[src/main_defs.svh]
`ifndef MAIN_DEFS_SVH
`define MAIN_DEFS_SVH

// program ROM word address width
// 18 bits covers 256 kB of byte-wide ROM
`define MAIN_ROM_AW 18

// bits placed above the 16-bit CPU address for fixed ROM
// fixed area sits at 20000-2FFFF of the ROM space
`define MAIN_ROM_FIX 2'b10

// work RAM, 8 kB
`define MAIN_WRAM_AW 13

// palette RAM, 1 kB
`define MAIN_PAL_AW 10

// DIP switch bank width
// three 8-bit banks, only four bits of the top one used
`define MAIN_DIP_W 20

`endif

[src/main_pkg.sv]
`default_nettype none

package main_pkg;

    // one CPU access as issued by the bus master
    // addr_hi carries the bank bits
    typedef struct packed {
        logic [7:0]  addr_hi;
        logic [15:0] addr;
        logic        we;
        logic [7:0]  wdata;
    } bus_req_t;

    // completed access returned to the master
    typedef struct packed {
        logic [7:0] rdata;
        logic       was_write;
    } bus_resp_t;

    // chip selects from the address decoder
    // io and tilesys may both be set, read priority sorts it out
    typedef struct packed {
        logic rom;
        logic banked;
        logic ram;
        logic io;
        logic pal;
        logic tilesys;
        logic objsys;
    } chip_sel_t;

    // control bits written at io offset 8, data bits 7..5
    // init enables the full video map
    // rmrd routes 7800 reads to the tile chip
    // work swaps 0000-03ff over to palette
    typedef struct packed {
        logic init;
        logic rmrd;
        logic work;
    } main_ctrl_t;

    // cabinet inputs, bit 0 of start/coin is player 1
    typedef struct packed {
        logic [1:0] start;
        logic [1:0] coin;
        logic [5:0] joy1;
        logic [5:0] joy2;
        logic       service;
    } cabinet_t;

endpackage

`default_nettype wire

[src/main_decode.sv]
`timescale 1ns/1ps
`default_nettype none

`include "main_defs.svh"

module main_decode (
    input  main_pkg::bus_req_t          req,
    input  main_pkg::main_ctrl_t        ctrl,
    output main_pkg::chip_sel_t         sel,
    output logic [`MAIN_ROM_AW-1:0]     rom_addr,
    input  logic [7:0]                  rom_data,
    input  logic [7:0]                  ram_dout,
    input  logic [7:0]                  pal_dout,
    input  logic [7:0]                  port_dout,
    input  logic [7:0]                  tilesys_dout,
    input  logic [7:0]                  objsys_dout,
    output logic [7:0]                  rdata
);

    // first stage, A[15:13] plus the work bit
    always_comb begin
        // banked window 2000-3fff
        sel.banked = req.addr[15:13] == 3'b001;
        // fixed program from 8000 up
        sel.rom    = req.addr[15] || sel.banked;
        // low 1 kB is lost to palette while work is set
        sel.ram    = req.addr[15:13] == 3'b000 &&
                     (req.addr[12] || req.addr[11] || req.addr[10] || !ctrl.work);
        sel.pal    = req.addr[15:10] == 6'd0 && ctrl.work;
    end

    // second stage, finer video and io area split
    always_comb begin
        // 5f80-5f9f
        sel.io      = req.addr[15:7] == 9'b0101_1111_1 && req.addr[6:5] == 2'b00;
        // 7c00-7fff, or the few bytes at 7800
        sel.objsys  = req.addr[15:11] == 5'b01111 && !ctrl.rmrd && ctrl.init &&
                      (req.addr[10] || req.addr[9:3] == 7'd0);
        // everything else in 4000-7fff
        // before init the tile chip owns the whole window
        sel.tilesys = req.addr[15:14] == 2'b01 &&
                      (!ctrl.init || (!sel.io && !sel.pal && !sel.objsys));
    end

    // rom address forming
    // banked: five bank bits over the 8 kB window offset
    // fixed: constant prefix over the full CPU address
    always_comb begin
        if (sel.banked) begin
            rom_addr = {req.addr_hi[4:0], req.addr[12:0]};
        end else begin
            rom_addr = {`MAIN_ROM_FIX, req.addr};
        end
    end

    // read data, first match wins
    // io ahead of tile since they overlap before init
    always_comb begin
        if (sel.rom) begin
            rdata = rom_data;
        end else if (sel.ram) begin
            rdata = ram_dout;
        end else if (sel.io) begin
            rdata = port_dout;
        end else if (sel.pal) begin
            rdata = pal_dout;
        end else if (sel.tilesys) begin
            rdata = tilesys_dout;
        end else if (sel.objsys) begin
            rdata = objsys_dout;
        end else begin
            // open bus
            rdata = 8'hff;
        end
    end

endmodule

`default_nettype wire

[config.mk]
export PLATFORM = sky130hd
export DESIGN_NAME = main_decode
export DESIGN_NICKNAME = d
export VERILOG_FILES = /design/src/main_pkg.sv /design/src/main_decode.sv
export VERILOG_INCLUDE_DIRS = /design/src
export SDC_FILE = /design/constraint.sdc
export NUM_CORES = 1
export LEC_CHECK = 0
export ABC_CLOCK_PERIOD_IN_PS = 3100
export BUFFER_PORTS_ARGS = -buffer_cell sky130_fd_sc_hd__buf_4
export CAP_MARGIN = 20
export CORE_MARGIN = 2
export CORE_UTILIZATION = 30
export DETAILED_ROUTE_END_ITERATION = 6
export PLACE_DENSITY = 0.84
export SLEW_MARGIN = 30
export SYNTH_ARGS = -nofsm -noshare
export SYNTH_HDL_FRONTEND = slang
export SYNTH_SLANG_ARGS = --single-unit
export TNS_END_PERCENT = 100
[constraint.sdc]
create_clock -name vclk -period 3.1
set_clock_uncertainty 0.2 [all_clocks]
set_input_delay 0.62 -clock vclk [all_inputs]
set_output_delay 0.62 -clock vclk [all_outputs]
set_load 0.03 [all_outputs]
## After elaboration in Yosys (flattened, before gate mapping)

Cells that the tools add are included.

- Flip-flop bits (word level): 0
- Word-level logic and storage cells: 36
- Output and inout bits: 33

- Eq/ne operators: 4
- Reductions and logical operators: 25
- Multiplexer cells: 7

Operators by type and width:

| cell | count |
|---|---|
| 8-bit two-way mux | 6 |
| 18-bit two-way mux | 1 |
| 9-bit by 8-bit equality test with 1-bit output (second input constant) | 1 |
| 1-bit logical AND | 9 |
| 7-bit logical NOT | 1 |
| 1-bit logical NOT | 6 |
| 6-bit logical NOT | 1 |
| 1-bit logical OR | 6 |
| 5-bit by 4-bit equality test with 1-bit output (second input constant) | 1 |
| 3-bit by 1-bit equality test with 1-bit output (second input constant) | 1 |
| 3-bit logical NOT | 1 |
| 2-bit by 1-bit equality test with 1-bit output (second input constant) | 1 |
| 2-bit logical NOT | 1 |

## Longest topological paths before layout

- Depth in word-level cells: 13
- Mapped depth: 7
- Gate-level depth less buffers: 6

## Worst setup path before layout

No wires, ideal clock.

- Kind: input to output
- From: input port req[22] in the netlist's numbering
- To: output port rdata[6]
- Buffers on the path: 1
- Data arrival time: 2.548 ns
- Data required time: 2.280 ns
- Slack: -0.268 ns
- Stages: 6
- Cells stage by stage: or4b_1 or4_1 clkbuf_1 o211ai_1 a31oi_1 o21ai_0

- Cells in the longest elaborated chain, start to end: 13
- Elaborated cells on any way between the ends: 25
- Those cells by class: eq/ne (3); mux (6); reduce/logical (16)

Ends and longest elaborated chain:

| item | RTL line | text |
|---|---|---|
| start, declared | main_decode.sv:7 | `input main_pkg::bus_req_t req,` |
| 5-bit by 4-bit equality test with 1-bit output | main_decode.sv:37 | `sel.objsys = req.addr[15:11] == 5'b01111 && !ctrl.rmrd && ctrl.init &&` |
| 1-bit logical AND (3 in a row) | main_decode.sv:37 |  |
| 1-bit logical NOT | main_decode.sv:42 | `(!ctrl.init \|\| (!sel.io && !sel.pal && !sel.objsys));` |
| 1-bit logical AND | main_decode.sv:42 |  |
| 1-bit logical OR | main_decode.sv:42 |  |
| 1-bit logical AND | main_decode.sv:41 | `sel.tilesys = req.addr[15:14] == 2'b01 &&` |
| 8-bit two-way mux | main_decode.sv:67 | `end else if (sel.tilesys) begin` |
| 8-bit two-way mux | main_decode.sv:65 | `end else if (sel.pal) begin` |
| 8-bit two-way mux | main_decode.sv:63 | `end else if (sel.io) begin` |
| 8-bit two-way mux | main_decode.sv:61 | `end else if (sel.ram) begin` |
| 8-bit two-way mux (*) | main_decode.sv:59 | `if (sel.rom) begin` |
| end, declared | main_decode.sv:17 | `output logic [7:0] rdata` |

Every way passes the cells marked *; elsewhere a longest branch is shown, timed or not.

## Worst setup path after layout

- From: input port req[24] in the netlist's numbering
- To: output port rdata[2]

The elaborated chain is that of the path after synthesis.

==> reports/results.txt <==
Status: finished with violations
Failing checks: setup timing
Worst path arrival time: 2340 ps
Post-route ant nets: 0
Multi-input gate area: 718 um^2
Levels on crit path: 8
P per Cell Area: 143 nW/um^2
Iteration-0 DRC Markers: 17
Storage cell area: 0 um^2
Min cycle time layout: 3160 ps
Final HPWL from detailed placement: 2.74 mm
Vias in the first global route: 1,268
Total core area: 2430 um^2
Final global-route overflow total: 0
Critical Path Fanout Max: 4
Die Y: 54.0 um
Top cells by area, synth: o21ai_0, buf_4, o211ai_1
RSZ-0062 raised after global routing: true
Worst-margin pin slew: 461 ps
CLK BUF: 0
Final WS setup: -59.2 ps
Number of cells on the worst hold path: 0
Drt via density: 5.16
Cell Area, Synth: 749 um^2
Leakage: 0.836 nW
Final Hold Viols: 0
HP Class: primary input to primary output
Starting density of the core: 30.8%
Antenna diode count: 0
Drc violations: 0
Post-Route WL: 3.53 mm
Area Growth Syn to Fin: 132%
CP Capture Type: primary output
Seq/Total Area, Yosys: 0%
Max Fclk: 0.317 GHz
Io pins: 117
# fillers: 195
Pre-CTS setup slack: -175 ps
Setup Viol. Count Final: 5
CP cell instances: buf_6, nand4b_1, buf_4, or4b_4, or3_4, o311ai_4, a31oi_2, buf_6
Most frequent cells in the layout: buf_4, o21ai_0, nor2_1
Worst path max stage delay: 500 ps
Site Rows: 18
CP dominant cell by count: buf_6
Design Power: 0.000249 W
Crit start category: primary input
Slew headroom: 69.2%
Most common library cell in the layout ignoring fill and taps: buf_4
Nets: 311
Yosys warning total: 0
Syn Inst Count: 122
Area leader, netlist: o21ai_0
Slowest-stage cell, CP: or4b_4
Detailed Routing Iterations Pass 1: 4
Total track usage: 23.2%
Placed Area: 1600 um^2
Routability Congestion: 0.757
WP buf/inv: 3
Synth cell types: 37
Fraction of layout cells with a size suffix above 1: 66.2%
Die area: 2910 um^2
Port bufs: 99
Seq Cell Count: 0
Die X-Extent: 54.0 um
Largest net degree at the start of global routing: 10
Post-Syn Nets: 206
Vias: 1,316
CP Class: primary input to primary output
Initial antenna violation count: 0
Average size of a mapped cell: 6.14 um^2
First-pass GRT wire length: 5.22 mm
VDD IR max: 0.106 mV
Drt wl/cell: 13.8 um
Maxcap violations: 0
Critical Path RT: 2280 ps
Synth top area share: 14.7%
Final worst-path cycle share: 102%
Delay-heaviest family, CP: simple AND/OR/NAND/NOR gates
Count of final max-slew check failures: 0
Final Cell Area: 1740 um^2
TNS Setup: -202 ps
path summary, 6_finish.rpt:
check | from | end | slack (ps)
max | req[24] | rdata[2] | -60
min | req[11] | rom_addr[2] | 1040
cell usage after synthesis (3+ instances only):
cell type	instances
nor2_1	11
or3_1	4
inv_1	6
o21a_1	3
nand2_1	4
a31oi_1	5
a21oi_1	4
o21ai_1	3
or4b_1	3
o21ai_0	22
a2bb2oi_1	3
o211ai_1	6
buf_4	13
clkbuf_1	5
stage by stage:
stage | utilization [%] | cells | hold WS [ps]
2_1_floorplan | - | 122 | 1170
3_3_place_gp | 65.6 | 253 | 1040
3_5_place_dp | 65.6 | 253 | 1040
4_1_cts | 70.0 | 255 | 1040
5_1_grt | 71.5 | 255 | 1040
6_report | 71.5 | 255 | 1040
final cells by class:
| type | count | share of cell area [%] |
|---|---|---|
| Inverter | 9 | 2.37 |
| Multi-Input combinational cell | 95 | 41.3 |
| Timing Repair Buffer | 121 | 54.2 |
| Tap cell | 30 | 2.16 |
report_power, final:
| group | internal [W] | switching [W] | leakage (nW) |
|---|---|---|---|
| combinational | 0.000130 | 0.000119 | 0.836 |
| clock | 0 | 0 | 0 |
| sequential | 0 | 0 | 0 |
| total | 0.000130 | 0.000119 | 0.836 |
what timing repair did:
item,4_1_cts,5_1_grt
resized for setup,20,10
buffers inserted,1,0
gates cloned,1,0
setup endpoints to repair,8,8
pin swaps,9,7
hold buffers,0,0
endpoints found under the hold margin,0,0
logic make-up (layout without fill, tap and decap cells):
kind of cell	Yosys count	in the layout	synth area share, %
AOI/OAI and AO/OA	53	53	44.2
and+or+nand+nor	41	42	34.1
buffers and inverters	28	130	21.7
per-layer routing:
metal	part of all wire [%]	GRT usage (%)	up-vias	wire length, um
li1	-	-	655	-
met1	39	26.7	600	1390
met2	53	45.1	57	1870
met3	7.1	3.06	4	252
met4	0.59	4.17	0	21
met5	0	0	-	0
Note: power is estimated with default switching activity, not from simulation.
