$ cat src/main_defs.svh
`ifndef MAIN_DEFS_SVH
`define MAIN_DEFS_SVH

// program ROM word address width
// 18 bits covers 256 kB of byte-wide ROM
`define MAIN_ROM_AW 18

// bits placed above the 16-bit CPU address for fixed ROM
// fixed area sits at 20000-2FFFF of the ROM space
`define MAIN_ROM_FIX 2'b10

// work RAM, 8 kB
`define MAIN_WRAM_AW 13

// palette RAM, 1 kB
`define MAIN_PAL_AW 10

// DIP switch bank width
// three 8-bit banks, only four bits of the top one used
`define MAIN_DIP_W 20

`endif

$ cat src/main_pkg.sv
`default_nettype none

package main_pkg;

    // one CPU access as issued by the bus master
    // addr_hi carries the bank bits
    typedef struct packed {
        logic [7:0]  addr_hi;
        logic [15:0] addr;
        logic        we;
        logic [7:0]  wdata;
    } bus_req_t;

    // completed access returned to the master
    typedef struct packed {
        logic [7:0] rdata;
        logic       was_write;
    } bus_resp_t;

    // chip selects from the address decoder
    // io and tilesys may both be set, read priority sorts it out
    typedef struct packed {
        logic rom;
        logic banked;
        logic ram;
        logic io;
        logic pal;
        logic tilesys;
        logic objsys;
    } chip_sel_t;

    // control bits written at io offset 8, data bits 7..5
    // init enables the full video map
    // rmrd routes 7800 reads to the tile chip
    // work swaps 0000-03ff over to palette
    typedef struct packed {
        logic init;
        logic rmrd;
        logic work;
    } main_ctrl_t;

    // cabinet inputs, bit 0 of start/coin is player 1
    typedef struct packed {
        logic [1:0] start;
        logic [1:0] coin;
        logic [5:0] joy1;
        logic [5:0] joy2;
        logic       service;
    } cabinet_t;

endpackage

`default_nettype wire

$ cat src/main_bus_ctrl.sv
`timescale 1ns/1ps
`default_nettype none

module main_bus_ctrl (
    input  logic                    clk,
    input  logic                    rst,
    input  logic                    rst8,
    input  logic                    req_valid,
    input  main_pkg::bus_req_t      req,
    output logic                    req_ready,
    output main_pkg::bus_req_t      cur_req,
    input  main_pkg::chip_sel_t     sel,
    input  logic [7:0]              rdata,
    input  logic                    rom_ok,
    output logic                    rom_cs,
    output logic                    wr_ram,
    output logic                    wr_pal,
    output logic                    io_stb,
    output logic                    resp_valid,
    output main_pkg::bus_resp_t     resp
);

    typedef enum logic [1:0] {
        st_idle,
        st_access,
        st_rom_wait,
        st_resp
    } state_t;

    state_t state;
    logic   run_q;
    logic   accept;
    logic   done;

    // run_q keeps the port closed while rst is high
    // a pending response blocks the next request for one cycle
    assign req_ready = state == st_idle && !resp_valid && !rst8 && run_q;
    assign accept    = req_valid && req_ready;

    // rom select held through the whole wait
    assign rom_cs = sel.rom && (state == st_access || state == st_rom_wait);

    // one-cycle strobes, only in the access cycle
    assign wr_ram = state == st_access && cur_req.we && sel.ram;
    assign wr_pal = state == st_access && cur_req.we && sel.pal;
    assign io_stb = state == st_access && sel.io;

    // read byte valid now
    // rom as soon as ok comes back, others one cycle after access
    assign done = !rst8 && (state == st_resp || (rom_cs && rom_ok));

    always_ff @(posedge clk or posedge rst) begin
        if (rst) begin
            state      <= st_idle;
            resp_valid <= 1'b0;
            run_q      <= 1'b0;
        end else begin
            run_q      <= 1'b1;
            resp_valid <= done;
            if (rst8) begin
                // video sub-reset aborts whatever is going on
                state <= st_idle;
            end else begin
                case (state)
                    st_idle: begin
                        if (accept) begin
                            state <= st_access;
                        end
                    end
                    st_access: begin
                        if (!sel.rom) begin
                            // ram read or port capture happens on this edge
                            state <= st_resp;
                        end else if (rom_ok) begin
                            state <= st_idle;
                        end else begin
                            state <= st_rom_wait;
                        end
                    end
                    st_rom_wait: begin
                        if (rom_ok) begin
                            state <= st_idle;
                        end
                    end
                    default: begin
                        state <= st_idle;
                    end
                endcase
            end
        end
    end

    // request and response payload
    always_ff @(posedge clk) begin
        if (accept) begin
            cur_req <= req;
        end
        if (done) begin
            resp.rdata     <= rdata;
            resp.was_write <= cur_req.we;
        end
    end

endmodule

`default_nettype wire

$ cat config.mk
export PLATFORM = sky130hd
export DESIGN_NAME = main_bus_ctrl
export DESIGN_NICKNAME = d
export VERILOG_FILES = /design/src/main_defs.svh /design/src/main_pkg.sv /design/src/main_bus_ctrl.sv
export SDC_FILE = /design/constraint.sdc
export NUM_CORES = 1
export LEC_CHECK = 0
export ABC_CLOCK_PERIOD_IN_PS = 4900
export BUFFER_PORTS_ARGS = -buffer_cell sky130_fd_sc_hd__buf_4
export CORE_MARGIN = 2
export CORE_UTILIZATION = 44
export CTS_CLUSTER_SIZE = 14
export DETAILED_ROUTE_END_ITERATION = 10
export GPL_TIMING_DRIVEN = 0
export PLACE_DENSITY = 0.85
export SYNTH_ARGS = -nofsm -noshare
export SYNTH_HDL_FRONTEND = slang
export SYNTH_SLANG_ARGS = --single-unit
$ cat constraint.sdc
create_clock -name clk -period 4.9 [get_ports clk]
set_input_delay 0.735 -clock clk [delete_from_list [all_inputs] [get_ports clk]]
set_output_delay 0.735 -clock clk [all_outputs]
set_load 0.05 [all_outputs]
# --- After elaboration in Yosys (flattened, before gate mapping) ---
# Index checks and enable logic that the tools add are counted.
op_classes:
  eq_ne: 5
  reduce_logical: 17
  n_mux: 6
op_table:
  columns: ["cell", "count"]
  rows:
  - ["1-bit logical AND", 11]
  - ["2-bit two-way mux", 5]
  - ["3-bit inequality test (second input constant)", 2]
  - ["2-bit one-hot mux with 3 select lines", 1]
  - ["2-bit == test (second input constant)", 2]
  - ["2-bit by 1-bit == test with 1-bit output (second input constant)", 1]
  - ["1-bit zero test", 2]
  - ["2-bit zero test", 1]
  - ["1-bit logical OR", 2]
  - ["2-bit AND reduction", 1]
totals:
  ff_bits: 46
  output_inout_bits: 48

# --- Depth between registers and ports, before layout ---
depth:
  ltp_word: 8
  ltp_mapped: 5

# --- Worst setup path before layout ---
# Ideal clock, no wire load.
synth_timing:
  path_kind: "input port to flip-flop"
  from: "input rst8"
  to: "register cur_req[0] (netlist name) (enable)"
  arrival_time_ns: 2.101
  stages: 2
  path_buffers: 0
  setup_time_ns: 0.393
  path_slack_ns: 2.406
  cell_sequence: "and4bb_2 and2_1"
synth_via:
  elab_chain_cells: 4
synth_rtl:
  columns: ["item", "line_no", "rtl"]
  rows:
  - ["start, declared", "main_bus_ctrl.sv:7", "input logic rst8,"]
  - ["1-bit zero test", "main_bus_ctrl.sv:37", "assign req_ready = state == st_idle && !resp_valid && !rst8 && run_q;"]
  - ["1-bit logical AND (2 in a row)", "main_bus_ctrl.sv:37", null]
  - ["1-bit logical AND", "main_bus_ctrl.sv:38", "assign accept = req_valid && req_ready;"]
  - ["named net accept", "main_bus_ctrl.sv:32", "logic accept;"]
  - ["end signal, assigned", "main_bus_ctrl.sv:96", "cur_req <= req;"]
  - ["end, declared", "main_bus_ctrl.sv:11", "output main_pkg::bus_req_t cur_req,"]
# The timed path passes the listed nets, and every way through them passes these cells.
# A chain may end at the register's enable or synchronous reset.

# --- Final worst setup path ---
layout_timing:
  from: "register state[0]"
  to: "output req_ready"
layout_via:
  elab_chain_cells: 4
layout_rtl:
  columns: ["item", "line_no", "rtl"]
  rows:
  - ["start, declared", "main_bus_ctrl.sv:30", "state_t state;"]
  - ["start signal, assigned", "main_bus_ctrl.sv:54", "state <= st_idle;"]
  - ["start signal, assigned", "main_bus_ctrl.sv:62", "state <= st_idle;"]
  - ["start signal, assigned", "main_bus_ctrl.sv:67", "state <= st_access;"]
  - ["2-bit zero test", "main_bus_ctrl.sv:37", null]
  - ["1-bit logical AND (3 in a row)", "main_bus_ctrl.sv:37", null]
  - ["end, declared", "main_bus_ctrl.sv:10", "output logic req_ready,"]
# No other way between the ends.

==> impl_metrics.toml <==
[cts]
clock_latency_ns = 0.34
clock-root-buffer = "clkbuf_4"
cts.clk_slew.worst_paths_ns = 0.12
cts_tree = "yes"
htreeDepth = 2
postCtsSetupRepairBufs = 0
hold_buffers = 0
cts.sinks = 46
ctsResizeCount = 0
clockBufferDepth = 2
numCtsBuffers = 5

[timing]
whs_ns = 0.262
final.period_utilization = 0.469
setup_viol_count_final = 0
rsz0062_at_grt = "no"
slew_headroom = 0.505
fmax_mhz = 435
tightest_slew_ns = 0.740
drv_slew = 0
finalCriticalPeriod_ns = 2.30
tns_ns = 0
fin_skew_ns = 0.0118
finalHoldViolCount = 0

[setup_path]
critPathArrivalTime_ns = 1.56
worst_path_max_delay_cell = "dfrtp_1"
start_kind = "register"
cpPeakStageDelay_ns = 0.43
path_delay_family = "flip-flops"
path_buf_inv = 2
path_cells = "inv_1 -> ha_1 -> and4bb_2 -> buf_4"
path_max_fanout = 3
crit_type = "register to primary output"
end_kind = "primary output"
crit_required_ns = 4.16

[die]
placementRows = 21
die-area_mm2 = 0.00402
initial_utilization = 0.461
io_pins = 101
die_h_um = 63.4
fp.dieW_um = 63.4
core_mm2 = 0.00336

[synthesis]
ys_async_sr_fraction = 0.0870
synth_top_flop_cell = "edfxtp_1"
yosysMostFrequentCell = "edfxtp_1"
synth_edf_count = 42
ys_top_cells_by_area = "edfxtp_1, dfrtp_1, ha_1, and2_1, nand3b_1"
synth-seq-cells = 46
synth_area_per_cell_um2 = 21.5
yosysWarnings = 0
yosysSeqAreaShare = 0.877
syn-num-nets = 129
netlist_area_mm2 = 0.00155
synth_top_area_share = 0.813
yosysTopAreaCell = "edfxtp_1"
syn_inst = 72
synth_cell_types = 18
synth_commonest_cells = "edfxtp_1, dfrtp_1, ha_1"

[global_routing]
grt_pass1_vias = 1003
met1_usage = 0.169
busiest_layer = "met2"
grt_use_met2 = 0.278
grtUsageMet3 = 0.0589
grtUsageTotal = 0.157
grt_max_degree = 34
antenna_found_initial = 0
grt_overflow = 0
grt_first_pass_wirelength_mm = 4.63

[drt]
vias = 1026
wl_mm = 3.18
vias_per_cell = 4.60
wire_per_inst_um = 14.3
drt_iter0_markers = 41
dr.pass1.iters = 4
final_antenna_net_count = 0
drc = 0

[run]
max-cap-violations = 0

[final_layout]
ff_latch_area_mm2 = 0.00136
nets = 233
areaGrowthSynthToFinish_pct = 55.6
n_antenna_cell = 0
num-fill-cells = 231
drive_gt1_frac = 0.599
multiInputGateArea_um2 = 180

[power]
leakage_nw = 1.04
power_density_mw_per_mm2 = 370
peakVddDrop_v = 0.000232

[placement]
place.gp.congestion = 0.728
port_buffers = 97
hpwl_mm = 2.42

[min_path]
hold_path_class = "input port to async pin"

[outcome]
status = "finished, final reports clean"
==> area by class of cell <==
class,count,area share
well taps,46,0.0238
repair buffers,97,0.302
clock buffers,7,0.0187
clock inverters,1,0.0124
inverters,3,0.00467
multi-input cells,23,0.0747
flip-flops and latches,46,0.564
==> metal layers <==
layer	wire length, um	share of wire
met1	1120	0.35
met2	1710	0.54
met3	317	0.10
met4	37	0.012
met5	0	0
==> path summary, 6_finish.rpt <==
check | startpoint | to | slack [ns] | cells after the start
max | state[0]$_DFFE_PP0P_ | req_ready | 2.60 | 4
max in group asynchronous | rst | resp_valid$_DFF_PP0_ | 4.48 | 2
min in group clk | cur_req[8]$_DFFE_PP_ | resp[0]$_DFFE_PP_ | 0.54 | 0
min reg2reg | cur_req[8]$_DFFE_PP_ | resp[0]$_DFFE_PP_ | 0.54 | 0
min | rst | run_q$_DFF_PP0_ | 0.26 | 2
max reg2reg | state[0]$_DFFE_PP0P_ | cur_req[5]$_DFFE_PP_ | 2.86 | 4
==> sequential cells by signal, indices dropped and copies added, names as in the netlist <==
name and flops:
run_q 1, cur_req 33, resp 9, resp_valid 1, state 2
==> where the power goes <==
part	switching (mW)	leakage [nW]	internal (mW)
logic	0.134	0.567	0.0751
clock network	0.107	0.0395	0.108
registers	0.0102	0.435	0.458
total	0.252	1.04	0.641
==> cell usage in the layout (no fill, tap or decap) <==
| cell type | synthesis | routed |
|---|---|---|
| bufinv_16 | 0 | 1 |
| a21o_1 | 1 | 1 |
| clkbuf_4 | 0 | 5 |
| ha_1 | 4 | 4 |
| and2_1 | 3 | 2 |
| mux2i_1 | 1 | 1 |
| and2_2 | 0 | 1 |
| nor2_1 | 1 | 1 |
| inv_1 | 3 | 3 |
| nor3_1 | 1 | 1 |
| nand2b_1 | 1 | 1 |
| nand3b_1 | 2 | 2 |
| edfxtp_1 | 42 | 42 |
| conb_1 | 1 | 1 |
| clkbuf_1 | 0 | 2 |
| dfrtp_1 | 4 | 4 |
| a211oi_2 | 1 | 1 |
| a21oi_1 | 1 | 1 |
| and4bb_2 | 1 | 1 |
| nor2b_1 | 2 | 2 |
| buf_4 | 0 | 97 |
| nand2_1 | 1 | 1 |
| and3_1 | 2 | 2 |
==> cell families after synthesis <==
family	synth area share
other	0.00242
DFF	0.877
and+or+nand+nor	0.0581
muxes	0.00645
buffers and inverters	0.00726
AOI/OAI and AO/OA	0.0161
adders and majority gates	0.0323
==> metrics by stage <==
stage          cell area (um2)  worst slack [ns]  total power, mW   util  cells
2_1_floorplan             1550              2.41            0.607      -     72
3_3_place_gp              2340              2.30            0.680  0.695    215
3_5_place_dp              2340              2.21            0.687  0.695    215
4_1_cts                   2410              2.38            0.901  0.717    223
5_1_grt                   2410              2.53            0.924  0.718    223
6_report                  2410              2.60            0.893  0.718    223
No activity file was read; power rests on OpenSTA's default activity.
