### src/main_defs.svh
`ifndef MAIN_DEFS_SVH
`define MAIN_DEFS_SVH

// program ROM word address width
// 18 bits covers 256 kB of byte-wide ROM
`define MAIN_ROM_AW 18

// bits placed above the 16-bit CPU address for fixed ROM
// fixed area sits at 20000-2FFFF of the ROM space
`define MAIN_ROM_FIX 2'b10

// work RAM, 8 kB
`define MAIN_WRAM_AW 13

// palette RAM, 1 kB
`define MAIN_PAL_AW 10

// DIP switch bank width
// three 8-bit banks, only four bits of the top one used
`define MAIN_DIP_W 20

`endif

### src/main_pkg.sv
`default_nettype none

package main_pkg;

    // one CPU access as issued by the bus master
    // addr_hi carries the bank bits
    typedef struct packed {
        logic [7:0]  addr_hi;
        logic [15:0] addr;
        logic        we;
        logic [7:0]  wdata;
    } bus_req_t;

    // completed access returned to the master
    typedef struct packed {
        logic [7:0] rdata;
        logic       was_write;
    } bus_resp_t;

    // chip selects from the address decoder
    // io and tilesys may both be set, read priority sorts it out
    typedef struct packed {
        logic rom;
        logic banked;
        logic ram;
        logic io;
        logic pal;
        logic tilesys;
        logic objsys;
    } chip_sel_t;

    // control bits written at io offset 8, data bits 7..5
    // init enables the full video map
    // rmrd routes 7800 reads to the tile chip
    // work swaps 0000-03ff over to palette
    typedef struct packed {
        logic init;
        logic rmrd;
        logic work;
    } main_ctrl_t;

    // cabinet inputs, bit 0 of start/coin is player 1
    typedef struct packed {
        logic [1:0] start;
        logic [1:0] coin;
        logic [5:0] joy1;
        logic [5:0] joy2;
        logic       service;
    } cabinet_t;

endpackage

`default_nettype wire

### src/main_io_regs.sv
`timescale 1ns/1ps
`default_nettype none

`include "main_defs.svh"

module main_io_regs (
    input  logic                        clk,
    input  logic                        rst,
    input  logic                        io_stb,
    input  logic                        we,
    input  logic [3:0]                  offset,
    input  logic [7:0]                  wdata,
    input  main_pkg::cabinet_t          cab,
    input  logic [`MAIN_DIP_W-1:0]      dipsw,
    input  logic                        snd_ack,
    output main_pkg::main_ctrl_t        ctrl,
    output logic [7:0]                  snd_latch,
    output logic                        snd_irq,
    output logic [7:0]                  port_dout
);

    logic rd_stb;
    logic wr_stb;

    assign rd_stb = io_stb && !we;
    assign wr_stb = io_stb && we;

    // input port capture
    // value held until the next io read
    always_ff @(posedge clk or posedge rst) begin
        if (rst) begin
            port_dout <= 8'd0;
        end else if (rd_stb) begin
            case (offset)
                // upper bits float high on the board
                4'h0: port_dout <= {3'b111, cab.service, dipsw[19:16]};
                4'h1: port_dout <= {cab.start[0], cab.coin[0], cab.joy1};
                4'h2: port_dout <= {cab.start[1], cab.coin[1], cab.joy2};
                4'h3: port_dout <= dipsw[15:8];
                4'h4: port_dout <= dipsw[7:0];
                default: port_dout <= 8'hff;
            endcase
        end
    end

    // control bits at offset 8
    // bits 1..0 there drive the coin counters, not kept here
    always_ff @(posedge clk or posedge rst) begin
        if (rst) begin
            ctrl <= '0;
        end else if (wr_stb && offset == 4'h8) begin
            ctrl <= main_pkg::main_ctrl_t'(wdata[7:5]);
        end
    end

    // sound latch and its interrupt
    always_ff @(posedge clk or posedge rst) begin
        if (rst) begin
            snd_latch <= 8'd0;
            snd_irq   <= 1'b0;
        end else begin
            // ack seen this cycle, line drops next
            if (snd_ack) begin
                snd_irq <= 1'b0;
            end
            // a new command wins over a same-cycle ack
            if (wr_stb && offset == 4'hc) begin
                snd_latch <= wdata;
                snd_irq   <= 1'b1;
            end
        end
    end

endmodule

`default_nettype wire

### config.mk
export PLATFORM = sky130hd
export DESIGN_NAME = main_io_regs
export DESIGN_NICKNAME = d
export VERILOG_FILES = /design/src/main_pkg.sv /design/src/main_io_regs.sv
export VERILOG_INCLUDE_DIRS = /design/src
export SDC_FILE = /design/constraint.sdc
export NUM_CORES = 1
export LEC_CHECK = 0
export BUFFER_PORTS_ARGS = -buffer_cell sky130_fd_sc_hd__buf_4
export CORE_ASPECT_RATIO = 1.5
export CORE_MARGIN = 2
export CORE_UTILIZATION = 41
export CTS_CLUSTER_DIAMETER = 100
export DETAILED_ROUTE_END_ITERATION = 6
export PLACE_DENSITY = 0.81
export SLEW_MARGIN = 30
export SYNTH_ARGS = -nofsm -noshare
export SYNTH_HDL_FRONTEND = slang
export SYNTH_SLANG_ARGS = --single-unit
### constraint.sdc
create_clock -name clk -period 1.26 [get_ports clk]
set_clock_uncertainty 0.15 [all_clocks]
set_input_delay 0.189 -clock clk [delete_from_list [all_inputs] [get_ports clk]]
set_output_delay 0.189 -clock clk [all_outputs]
set_load 0.01 [all_outputs]
Yosys cells after proc, flatten, opt, wreduce, memory -nomap -nowiden
Index checks and enable logic that the tools add are counted.
{ "classes": {"n_eq_ne": 6, "n_reduce_logical": 7, "muxes": 3} }
{ "op_table": {"columns": ["cell", "n"], "rows": [
  ["$pmux W8 S5", 1],
  ["$eq A4 B2 Y1 const B", 2],
  ["$eq A4 B4 Y1 const B", 2],
  ["$eq A4 B1 Y1 const B", 1],
  ["$eq A4 B3 Y1 const B", 1],
  ["$logic_and A1 B1 Y1", 4],
  ["$logic_not A4 Y1", 1],
  ["$mux W1", 2],
  ["$reduce_bool A2 Y1", 1],
  ["$logic_not A1 Y1", 1]
]} }
{ "totals": {"output_inout_bits": 20, "word_cells": 22, "register_bits": 20} }

Depth between registers and ports, before layout
Gate-level depths: netlist of run 1.
{ "logic_depth": {"ltp_word": 3, "depth_mapped": 4, "ltp_nobuf": 3} }

Worst setup path after synthesis of run 1
No wires, ideal clock.
{ "synth_path": {"kind": "input to register", "startpoint": "input port offset[2]", "endpoint": "register port_dout[0]", "required_time_ns": 1.028, "setup_time_ns": 0.082, "path_slack_ns": 0.084, "path_buffers": 1, "path_stages": 4, "t_arrival_ns": 0.945, "path_cell_list": "buf_2 -> nor3b_2 -> a22oi_1 -> a31oi_1"} }
{ "synth_via": {"elab_chain_cells": 2, "elab_cells_between_ends": 6, "classes_between": "eq/ne (4); mux (1); reduce/logical (1)"} }
{ "synth_rtl": {"columns": ["item", "line_no", "text"], "rows": [
  ["start, declared", "main_io_regs.sv:11", "input logic [3:0] offset,"],
  ["$eq A4 B3 Y1 (tied with other cells)", "main_io_regs.sv:34", "case (offset)"],
  ["$pmux W8 S5 *", "main_io_regs.sv:34", null],
  ["end signal, assigned", "main_io_regs.sv:36", "4'h0: port_dout <= {3'b111, cab.service, dipsw[19:16]};"],
  ["end signal, assigned", "main_io_regs.sv:37", "4'h1: port_dout <= {cab.start[0], cab.coin[0], cab.joy1};"],
  ["end signal, assigned", "main_io_regs.sv:38", "4'h2: port_dout <= {cab.start[1], cab.coin[1], cab.joy2};"],
  ["end, declared", "main_io_regs.sv:19", "output logic [7:0] port_dout"]
]} }
Mark *: on every way between the ends. The rest lies on a longest branch, timed or not.
A chain may end at the register's enable or synchronous reset.

Final worst setup path of run 1
{ "layout_path": {"startpoint": "input port offset[0]", "endpoint": "register snd_latch[0]"} }
{ "layout_via": {"elab_chain_cells": 2} }
{ "layout_rtl": {"columns": ["item", "line_no", "text"], "rows": [
  ["$eq A4 B4 Y1", "main_io_regs.sv:67", "if (wr_stb && offset == 4'hc) begin"],
  ["$logic_and A1 B1 Y1", "main_io_regs.sv:67", null],
  ["end signal, assigned", "main_io_regs.sv:68", "snd_latch <= wdata;"],
  ["end, declared", "main_io_regs.sv:17", "output logic [7:0] snd_latch,"]
]} }
Every way passes these cells.

==> summary.txt, run 1 <==
Detailed routing
  – Routed wire per std cell: 14.9 microns
  – TritonRoute pass-1 iters: 4
  – Vias per cell: 5.15
  – Routed wire length: 3.35 mm
  – Remaining antenna violation count: 0
  – Met2 WL post-DR: 2.01 mm
  – DR vias: 1158
  – Initial DRC Count: 9
  – Met3 wire length: 233 microns
  – DR top layer: met4
  – M1 WL: 1.02 mm
  – DRC errors left: 0

Worst setup path
  – CP required: 1250 ps
  – Critical Path Max Stage Delay: 370 ps
  – Cell Chain, Critical Path: buf_4, nor2_1, nand4_4, mux2_1
  – CP arrival: 1140 ps
  – Critical path launch point type: primary input
  – CP max FO: 9
  – CP Capture Type: flop
  – Setup CP Type: in2reg
  – CP delay by family, top: simple AND/OR/NAND/NOR gates
  – Slowest cell on crit path: mux2_1
  – Worst path bufs/invs: 1

Pwr
  – Leak Pwr: 0.906 nW
  – Worst VDD drop: 0.000444 V
  – Power Dens Cells: 1010 nW/um^2

Die
  – Initial core utilization: 42.9%
  – Die Y: 68.4 microns
  – Rows: 23
  – # IOs: 74
  – Die area: 3210 sq um
  – Area of the core: 2650 sq um
  – Die X: 47.0 microns

Clocking
  – Clock Tree Root: clkbuf_8
  – CTS tree: built
  – Post-CTS Setup Repair Bufs: 0
  – Clk_lat worst skew: 250 ps
  – Clock Pin Slew Worst Setup and Hold Paths: 80 ps
  – PostCTS Resize Cnt: 0
  – Maximum root-to-sink buffer count: 2
  – CTS Buf Count: 3
  – CTS sink cnt: 20
  – H-tree levels: 1

STA
  – Pins over their slew limit: 0
  – Final hold violation count: 0
  – Worst slew pin tran: 293 ps
  – Final setup violation count: 0
  – Slew headroom: 80.4%
  – Worst hold slack: 13.1 ps
  – Post-route setup slack: 106 ps
  – RSZ-0062 raised after global routing: no
  – Sum of negative setup slack: 0 ps
  – Min Clock Period, post-route: 1150 ps
  – Period Utilization, post-route: 91.6%
  – Fmax: 867 MHz

Logic synthesis
  – YS warnings: 0
  – Ys async rst share: 100%
  – Count leader, synth: mux2_2
  – Net Count, Synth: 156
  – Synth top cells by count: mux2_2, dfrtp_1, nor2_1
  – Post-synth EDFFs: 0
  – Top FF cell, synth: dfrtp_1
  – Leading area contributor after synthesis: dfrtp_1
  – Synth top area cells: dfrtp_1, mux2_2, and3b_1
  – Number of synthesized register bits: 20
  – Synth Area per Inst: 11.1 sq um
  – Post-synth top area share: 44.1%
  – Sequential share of the synthesized area: 44.1%
  – Cells after synthesis: 102
  – Cell Area, Synth: 1130 sq um
  – Yosys cell types: 21

Global route
  – Vias in the first global route: 1240
  – Initial antenna violation count: 0
  – Tot GR Track Use: 22.7%
  – Grt ovf: 0
  – Largest net degree at the start of global routing: 14
  – First-pass GRT wire length: 5.16 mm

Cells and area
  – Area growth, synth to finish: 64.3%
  – Layout net count: 243
  – Share of cells above drive strength 1: 61.2%
  – Final instance area: 1860 sq um
  – Antenna Cells: 0
  – Final-layout fill cell count: 208
  – Layout Cells excl Fill: 225

Placement
  – Port buffer count: 73
  – Dpl hpwl: 2.78 mm
  – GP Congestion: 0.745
  – Pre-CTS WS: -179 ps
  – Post-DP Area: 1790 sq um
  – Dpl cells: 219

Worst hold path
  – Hold Path Class: in2reg

Run
  – MaxCap Viol Count: 0

Run status
  – Status: finished clean
[through the flow]
| step | power [mW] | util (%) |
|---|---|---|
| finish | 1.87 | 70.4 |
| global route | 1.98 | 70.4 |
| CTS | 1.89 | 70.4 |
| detailed placement | 1.40 | 67.6 |
| global placement | 1.38 | 67.6 |
| floorplan | 1.04 | - |
[sequential cells by signal (all words and copies together) (netlist names)]
signal	count
snd_latch	8
port_dout	8
snd_irq	1
ctrl	3
[where the power goes]
group          internal (mW)  switching [mW]
logic                  0.365           0.230
clock network          0.278           0.205
registers              0.744          0.0538
[final timing paths]
check                          endpoint  cells past startpoint  slack [ps]          from
hold reg to reg                 ctrl[1]                      1         360       ctrl[1]
min in group asynchronous  port_dout[3]                      4         340           rst
max in group asynchronous       ctrl[2]                      4         440           rst
setup reg to reg           snd_latch[0]                      1         310  snd_latch[0]
setup / recovery           snd_latch[0]                      4         110     offset[0]
hold / removal             snd_latch[3]                      2          10      wdata[3]
[logic make-up after synthesis]
group                  count (synthesis)  share of synthesized area [%]
flip-flops                            20                           44.1
AO/OA/AOI/OAI                         18                           9.92
AND/OR/NAND/NOR                       34                           19.5
multiplexers                          24                           23.8
buffers and inverters                  6                           2.65
[layout by cell type, fill, tap and decap left out]
| cell type | n |
|---|---|
| dfrtp_1 | 20 |
| a22oi_1 | 5 |
| nand4b_1 | 1 |
| mux2_2 | 23 |
| dlygate4sd3_1 | 2 |
| and3b_1 | 7 |
| o21ai_0 | 5 |
| nor3_1 | 2 |
| buf_4 | 84 |
| nand4_4 | 1 |
| nand2_1 | 8 |
| and2_1 | 1 |
| nor3b_2 | 1 |
| nor4b_2 | 1 |
| inv_1 | 2 |
| a31oi_1 | 8 |
| nor2b_1 | 1 |
| clkbuf_8 | 4 |
| nor2_1 | 10 |
| and4bb_2 | 1 |
| mux2_1 | 1 |
[per-layer routing]
layer,track usage [%],vias up
li1,-,549
met1,20.8,543
met2,43.3,56
met3,4.22,10
met4,13.2,0
met5,0,-
[what timing repair did]
action                                  in CTS  in global routing
hold endpoints to repair                    21                  0
hold buffers                                 2                  0
endpoints found under the setup margin       0                  0
[layout make-up]
cell class | instances | area [sq um] | share of cell area, %
timing repair buffer | 86 | 651 | 34.9
inverter | 2 | 7.51 | 0.403
clock buffer | 4 | 55.1 | 2.95
sequential | 20 | 500 | 26.8
multi-input combinational | 76 | 604 | 32.4
tap | 37 | 46.3 | 2.48
(Power assumes the default switching activity.)
==> inputs of run 2 (changes only) <==
- CELL_PAD_IN_SITES_DETAIL_PLACEMENT: unset -> 0
- CELL_PAD_IN_SITES_GLOBAL_PLACEMENT: unset -> 1
- CORE_UTILIZATION: 41 -> 30
- PLACE_DENSITY: 0.81 -> 0.82
==> run 2 against run 1 <==
Sequential cell count is the same; global-route usage decreased by 7.9 points; via count fell by 3.3%; critical path depth did not move; non-clock buffer count is the same; die area grew 34%.
==> summary.txt, run 2 (synthesis gave the netlist of run 1 again) <==
Run status
  – Status: finished clean

Die
  – # IOs: 74
  – Initial core utilization: 31.1%
  – Die X: 54.2 microns
  – Rows: 27
  – Die area: 4300 sq um
  – Area of the core: 3650 sq um
  – Die Y: 79.3 microns

Cells and area
  – Final instance area: 1900 sq um
  – Regs by FF count: port_dout: 8 flops, snd_latch: 8 flops, ctrl: 3 flops
  – Layout net count: 243
  – Commonest non-fill, non-tap cell in the layout: buf_4
  – Fin util: 52.1%
  – Antenna Cells: 0
  – Most frequent cells in the layout: buf_4, mux2_2, dfrtp_1, nor2_1
  – Share of cells above drive strength 1: 61.2%
  – Area growth, synth to finish: 67.5%

STA
  – RSZ-0062 raised after global routing: no
  – Min Clock Period, post-route: 1150 ps
  – Pins over their slew limit: 0
  – Final hold violation count: 0
  – Worst hold slack: 10.1 ps
  – Worst slew pin tran: 301 ps
  – Slew headroom: 79.9%
  – Period Utilization, post-route: 91.4%
  – Sum of negative setup slack: 0 ps
  – Fmax: 869 MHz
  – Final setup violation count: 0

Worst setup path
  – CP arrival: 1140 ps
  – CP max FO: 9
  – Worst R2R Path Depth: 1
  – CP required: 1250 ps
  – CP Capture Type: flop
  – Setup CP Type: in2reg
  – Critical path launch point type: primary input

Clocking
  – PostCTS Resize Cnt: 0
  – CTS sink cnt: 20
  – Quantity of hold-fixing buffers added after cts: 2
  – Maximum root-to-sink buffer count: 2
  – Post-CTS Setup Repair Bufs: 0
  – CTS Buf Count: 3
  – Clk_lat worst skew: 250 ps
  – Clock Pin Slew Worst Setup and Hold Paths: 70 ps
  – Clock Tree Root: clkbuf_8
  – H-tree levels: 1
  – CTS tree: built

Placement
  – Post-DP Area: 1810 sq um
  – GP Congestion: 0.763
  – Port buffer count: 73
  – Dpl hpwl: 2.73 mm

Detailed routing
  – Initial DRC Count: 9
  – DRC errors left: 0
  – TritonRoute pass-1 iters: 4
  – Vias per cell: 4.85
  – Routed wire length: 3.17 mm
  – Remaining antenna violation count: 0
  – DR vias: 1120
  – Routed wire per std cell: 13.7 microns

Global route
  – Vias in the first global route: 1142
  – Tot GR Track Use: 14.8%
  – First-pass GRT wire length: 4.83 mm
  – Grt ovf: 0
  – Largest net degree at the start of global routing: 14
  – Initial antenna violation count: 0

Pwr
  – Power Dens Cells: 1060 nW/um^2
  – Worst VDD drop: 0.000760 V
  – Leak Pwr: 0.917 nW
  – Total power: 2.02 mW

Worst hold path
  – Hold Path Class: in2reg
  – Hold path depth: 2

Run
  – MaxCap Viol Count: 0
## run 2: final cells by class
| type | instances | area, sq um |
|---|---|---|
| clock buffer | 3 | 41.3 |
| inverter | 2 | 7.51 |
| tap | 43 | 53.8 |
| sequential | 20 | 500 |
| fill | 341 | 1750 |
| multi-input combinational | 76 | 604 |
| clock inverter | 1 | 30.0 |
| timing repair buffer | 86 | 663 |
## run 2: worst max-delay path: stages
cell and delay, ps:
buf_4 140, nor2_1 220, nand4_4 220, mux2_1 380
## run 2: path summary, 6_finish.rpt
path                                    from      endpoint  slack [ps]
min in group asynchronous                rst  port_dout[2]         280
max in group asynchronous                rst  snd_latch[5]         200
worst max register to register  snd_latch[0]  snd_latch[0]         300
worst min-delay path                wdata[4]  snd_latch[4]          10
worst max-delay path               offset[0]  snd_latch[0]         110
worst min register to register  snd_latch[6]  snd_latch[6]         360
## run 2: through the flow
| step | setup WS (ps) | instances |
|---|---|---|
| floorplan | 83.6 | 102 |
| global placement | -109 | 225 |
| detailed placement | -172 | 225 |
| CTS | 106 | 231 |
| global route | 56.9 | 231 |
| finish | 109 | 231 |
## run 2: report_power, final
part	leakage, nW	internal, mW	total, mW	switching (mW)
Combinational	0.645	0.369	0.597	0.227
Clock	0.0357	0.424	0.629	0.205
Sequential	0.236	0.744	0.793	0.0495
Total	0.917	1.54	2.02	0.482
## run 2: metal layers
layer,up-vias,global-route usage (%),wire [microns]
li1,552,-,-
met1,519,15.3,1170
met2,47,29.0,1770
met3,2,2.44,222
met4,0,3.00,10
met5,-,0,0
==> inputs of run 3 (changes only) <==
--- a/constraint.sdc
+++ b/constraint.sdc
@@ -4,2 +4,2 @@
 set_output_delay 0.189 -clock clk [all_outputs]
-set_load 0.01 [all_outputs]
+set_load 0.1 [all_outputs]
==> run 3 against run 2 <==
Non-clock buffer count up 3; wire length rose by 5.0%; worst hold slack worse by 3.8 ps; utilization up 3.4 points; die area stayed put; sequential power rose by 5.4%; critical path depth fell by 3; combinational power is 130% higher; first-iteration DRC count fell by 44%; register-to-register slack hardly changed; fmax fell by 5.3%.
==> summary.txt, run 3 (synthesis gave the netlist of run 1 again) <==
Cells and area
  – Antenna Cells: 0
  – Area growth, synth to finish: 78.5%
  – Regs by FF count: port_dout: 8 flops, snd_latch: 8 flops, ctrl: 3 flops
  – Layout net count: 246
  – Most frequent cells in the layout: buf_4, mux2_2, dfrtp_2, buf_6, nor2_1
  – Fin util: 55.5%
  – Share of cells above drive strength 1: 71.7%
  – Commonest non-fill, non-tap cell in the layout: buf_4

Clocking
  – Maximum root-to-sink buffer count: 2
  – CTS Buf Count: 3
  – Clk_lat worst skew: 260 ps
  – CTS sink cnt: 20
  – Clock Pin Slew Worst Setup and Hold Paths: 80 ps
  – H-tree levels: 1
  – Post-CTS Setup Repair Bufs: 0
  – Clock Tree Root: clkbuf_8
  – CTS tree: built

Worst setup path
  – Worst setup path end: port_dout[4]
  – CP Capture Type: output port
  – Critical path launch point type: flop
  – Worst R2R Path Depth: 1
  – Slowest cell on crit path: dfrtp_2
  – Reg-to-reg endpoint: snd_latch[0]
  – CP max FO: 2
  – Critical Path Max Stage Delay: 420 ps
  – Setup CP Type: reg2out
  – CP arrival: 880 ps
  – Worst path bufs/invs: 1
  – CP delay by family, top: flip-flops
  – R2R setup slack: 300 ps
  – CP startpoint: port_dout[4]
  – Cell Chain, Critical Path: buf_6
  – Critical Path Stages: 1
  – FF-to-FF Start: snd_latch[0]
  – CP required: 920 ps

Run
  – MaxCap Viol Count: 0

Placement
  – Pre-CTS WS: -189 ps
  – Dpl hpwl: 2.77 mm
  – Port buffer count: 73
  – GP Congestion: 0.765

Global route
  – Initial antenna violation count: 0
  – First-pass GRT wire length: 5.13 mm
  – Tot GR Track Use: 16.1%
  – Grt ovf: 0
  – Vias in the first global route: 1173
  – Largest net degree at the start of global routing: 21

Pwr
  – Leak Pwr: 0.934 nW
  – Worst VDD drop: 0.000917 V
  – Power Dens Cells: 1420 nW/um^2
  – Total power: 2.88 mW

STA
  – Final hold violation count: 0
  – Slew headroom: 82.4%
  – Period Utilization, post-route: 96.5%
  – Final setup violation count: 0
  – Min Clock Period, post-route: 1220 ps
  – Worst slew pin tran: 263 ps
  – Fmax: 823 MHz
  – Sum of negative setup slack: 0 ps
  – RSZ-0062 raised after global routing: no
  – Post-route setup slack: 44.7 ps
  – Worst hold slack: 6.29 ps
  – Pins over their slew limit: 0

Die
  – Area of the core: 3650 sq um
  – Rows: 27
  – Die area: 4300 sq um
  – # IOs: 74
  – Die X: 54.2 microns
  – Initial core utilization: 31.1%
  – Die Y: 79.3 microns

Detailed routing
  – Vias per cell: 4.82
  – TritonRoute pass-1 iters: 4
  – Initial DRC Count: 5
  – Routed wire length: 3.33 mm
  – DR vias: 1127
  – DRC errors left: 0
  – Routed wire per std cell: 14.2 microns
  – Remaining antenna violation count: 0

Worst hold path
  – Hold Path Class: in2reg
  – HP Start: wdata[3]

Run status
  – Status: finished clean
## run 3: cell types whose count changed in the layout (fill, tap and decap cells not counted)
cell,before,now
buf_6,0,20
dlygate4sd3_1,2,3
buf_4,83,65
dfrtp_1,20,0
dfrtp_2,0,20
## run 3: layout make-up
| type | instances | area, sq um |
|---|---|---|
| fillers | 323 | 1620 |
| repair buffers | 89 | 763 |
| multi-input cells | 76 | 604 |
| flip-flops and latches | 20 | 526 |
| well taps | 43 | 53.8 |
| clock buffers | 3 | 41.3 |
| clock inverters | 1 | 30.0 |
| inverters | 2 | 7.51 |
## run 3: report_power, final
part	leakage [nW]	internal [mW]	switching, mW
clock	0.0357	0.425	0.220
combinational	0.684	0.451	0.950
sequential	0.215	0.763	0.0732
## run 3: how the worst min path moves through the flow
stage / end / slack, ps / depth (start not counted)
CTS: snd_latch[3] / 5 / 2
global placement: snd_latch[3] / 80 / 3
detailed placement: snd_latch[4] / 90 / 3
floorplan: ctrl[0] / 3 / 1
finish: snd_latch[3] / 6 / 2
global route: snd_latch[3] / 1 / 2
## run 3: metal layers
layer | global-route usage (%) | wire (microns) | up-vias
li1 | - | - | 553
met4 | 6.75 | 59 | 0
met1 | 17.0 | 1170 | 522
met3 | 1.69 | 210 | 5
met5 | 0 | 0 | -
met2 | 30.2 | 1890 | 47
## run 3: what timing repair did
action                                  in CTS  in global routing
endpoints found under the hold margin       22                  0
resized for setup                            7                 13
pin swaps                                    0                  0
hold buffers                                 3                  0
endpoints found under the setup margin       7                 13
## run 3: per-stage QoR
stage,area [sq um],std cells
after global routing,2030,234
after detailed placement,1850,227
after floorplan,1160,102
after global placement,1850,227
final,2030,234
after CTS,1980,234
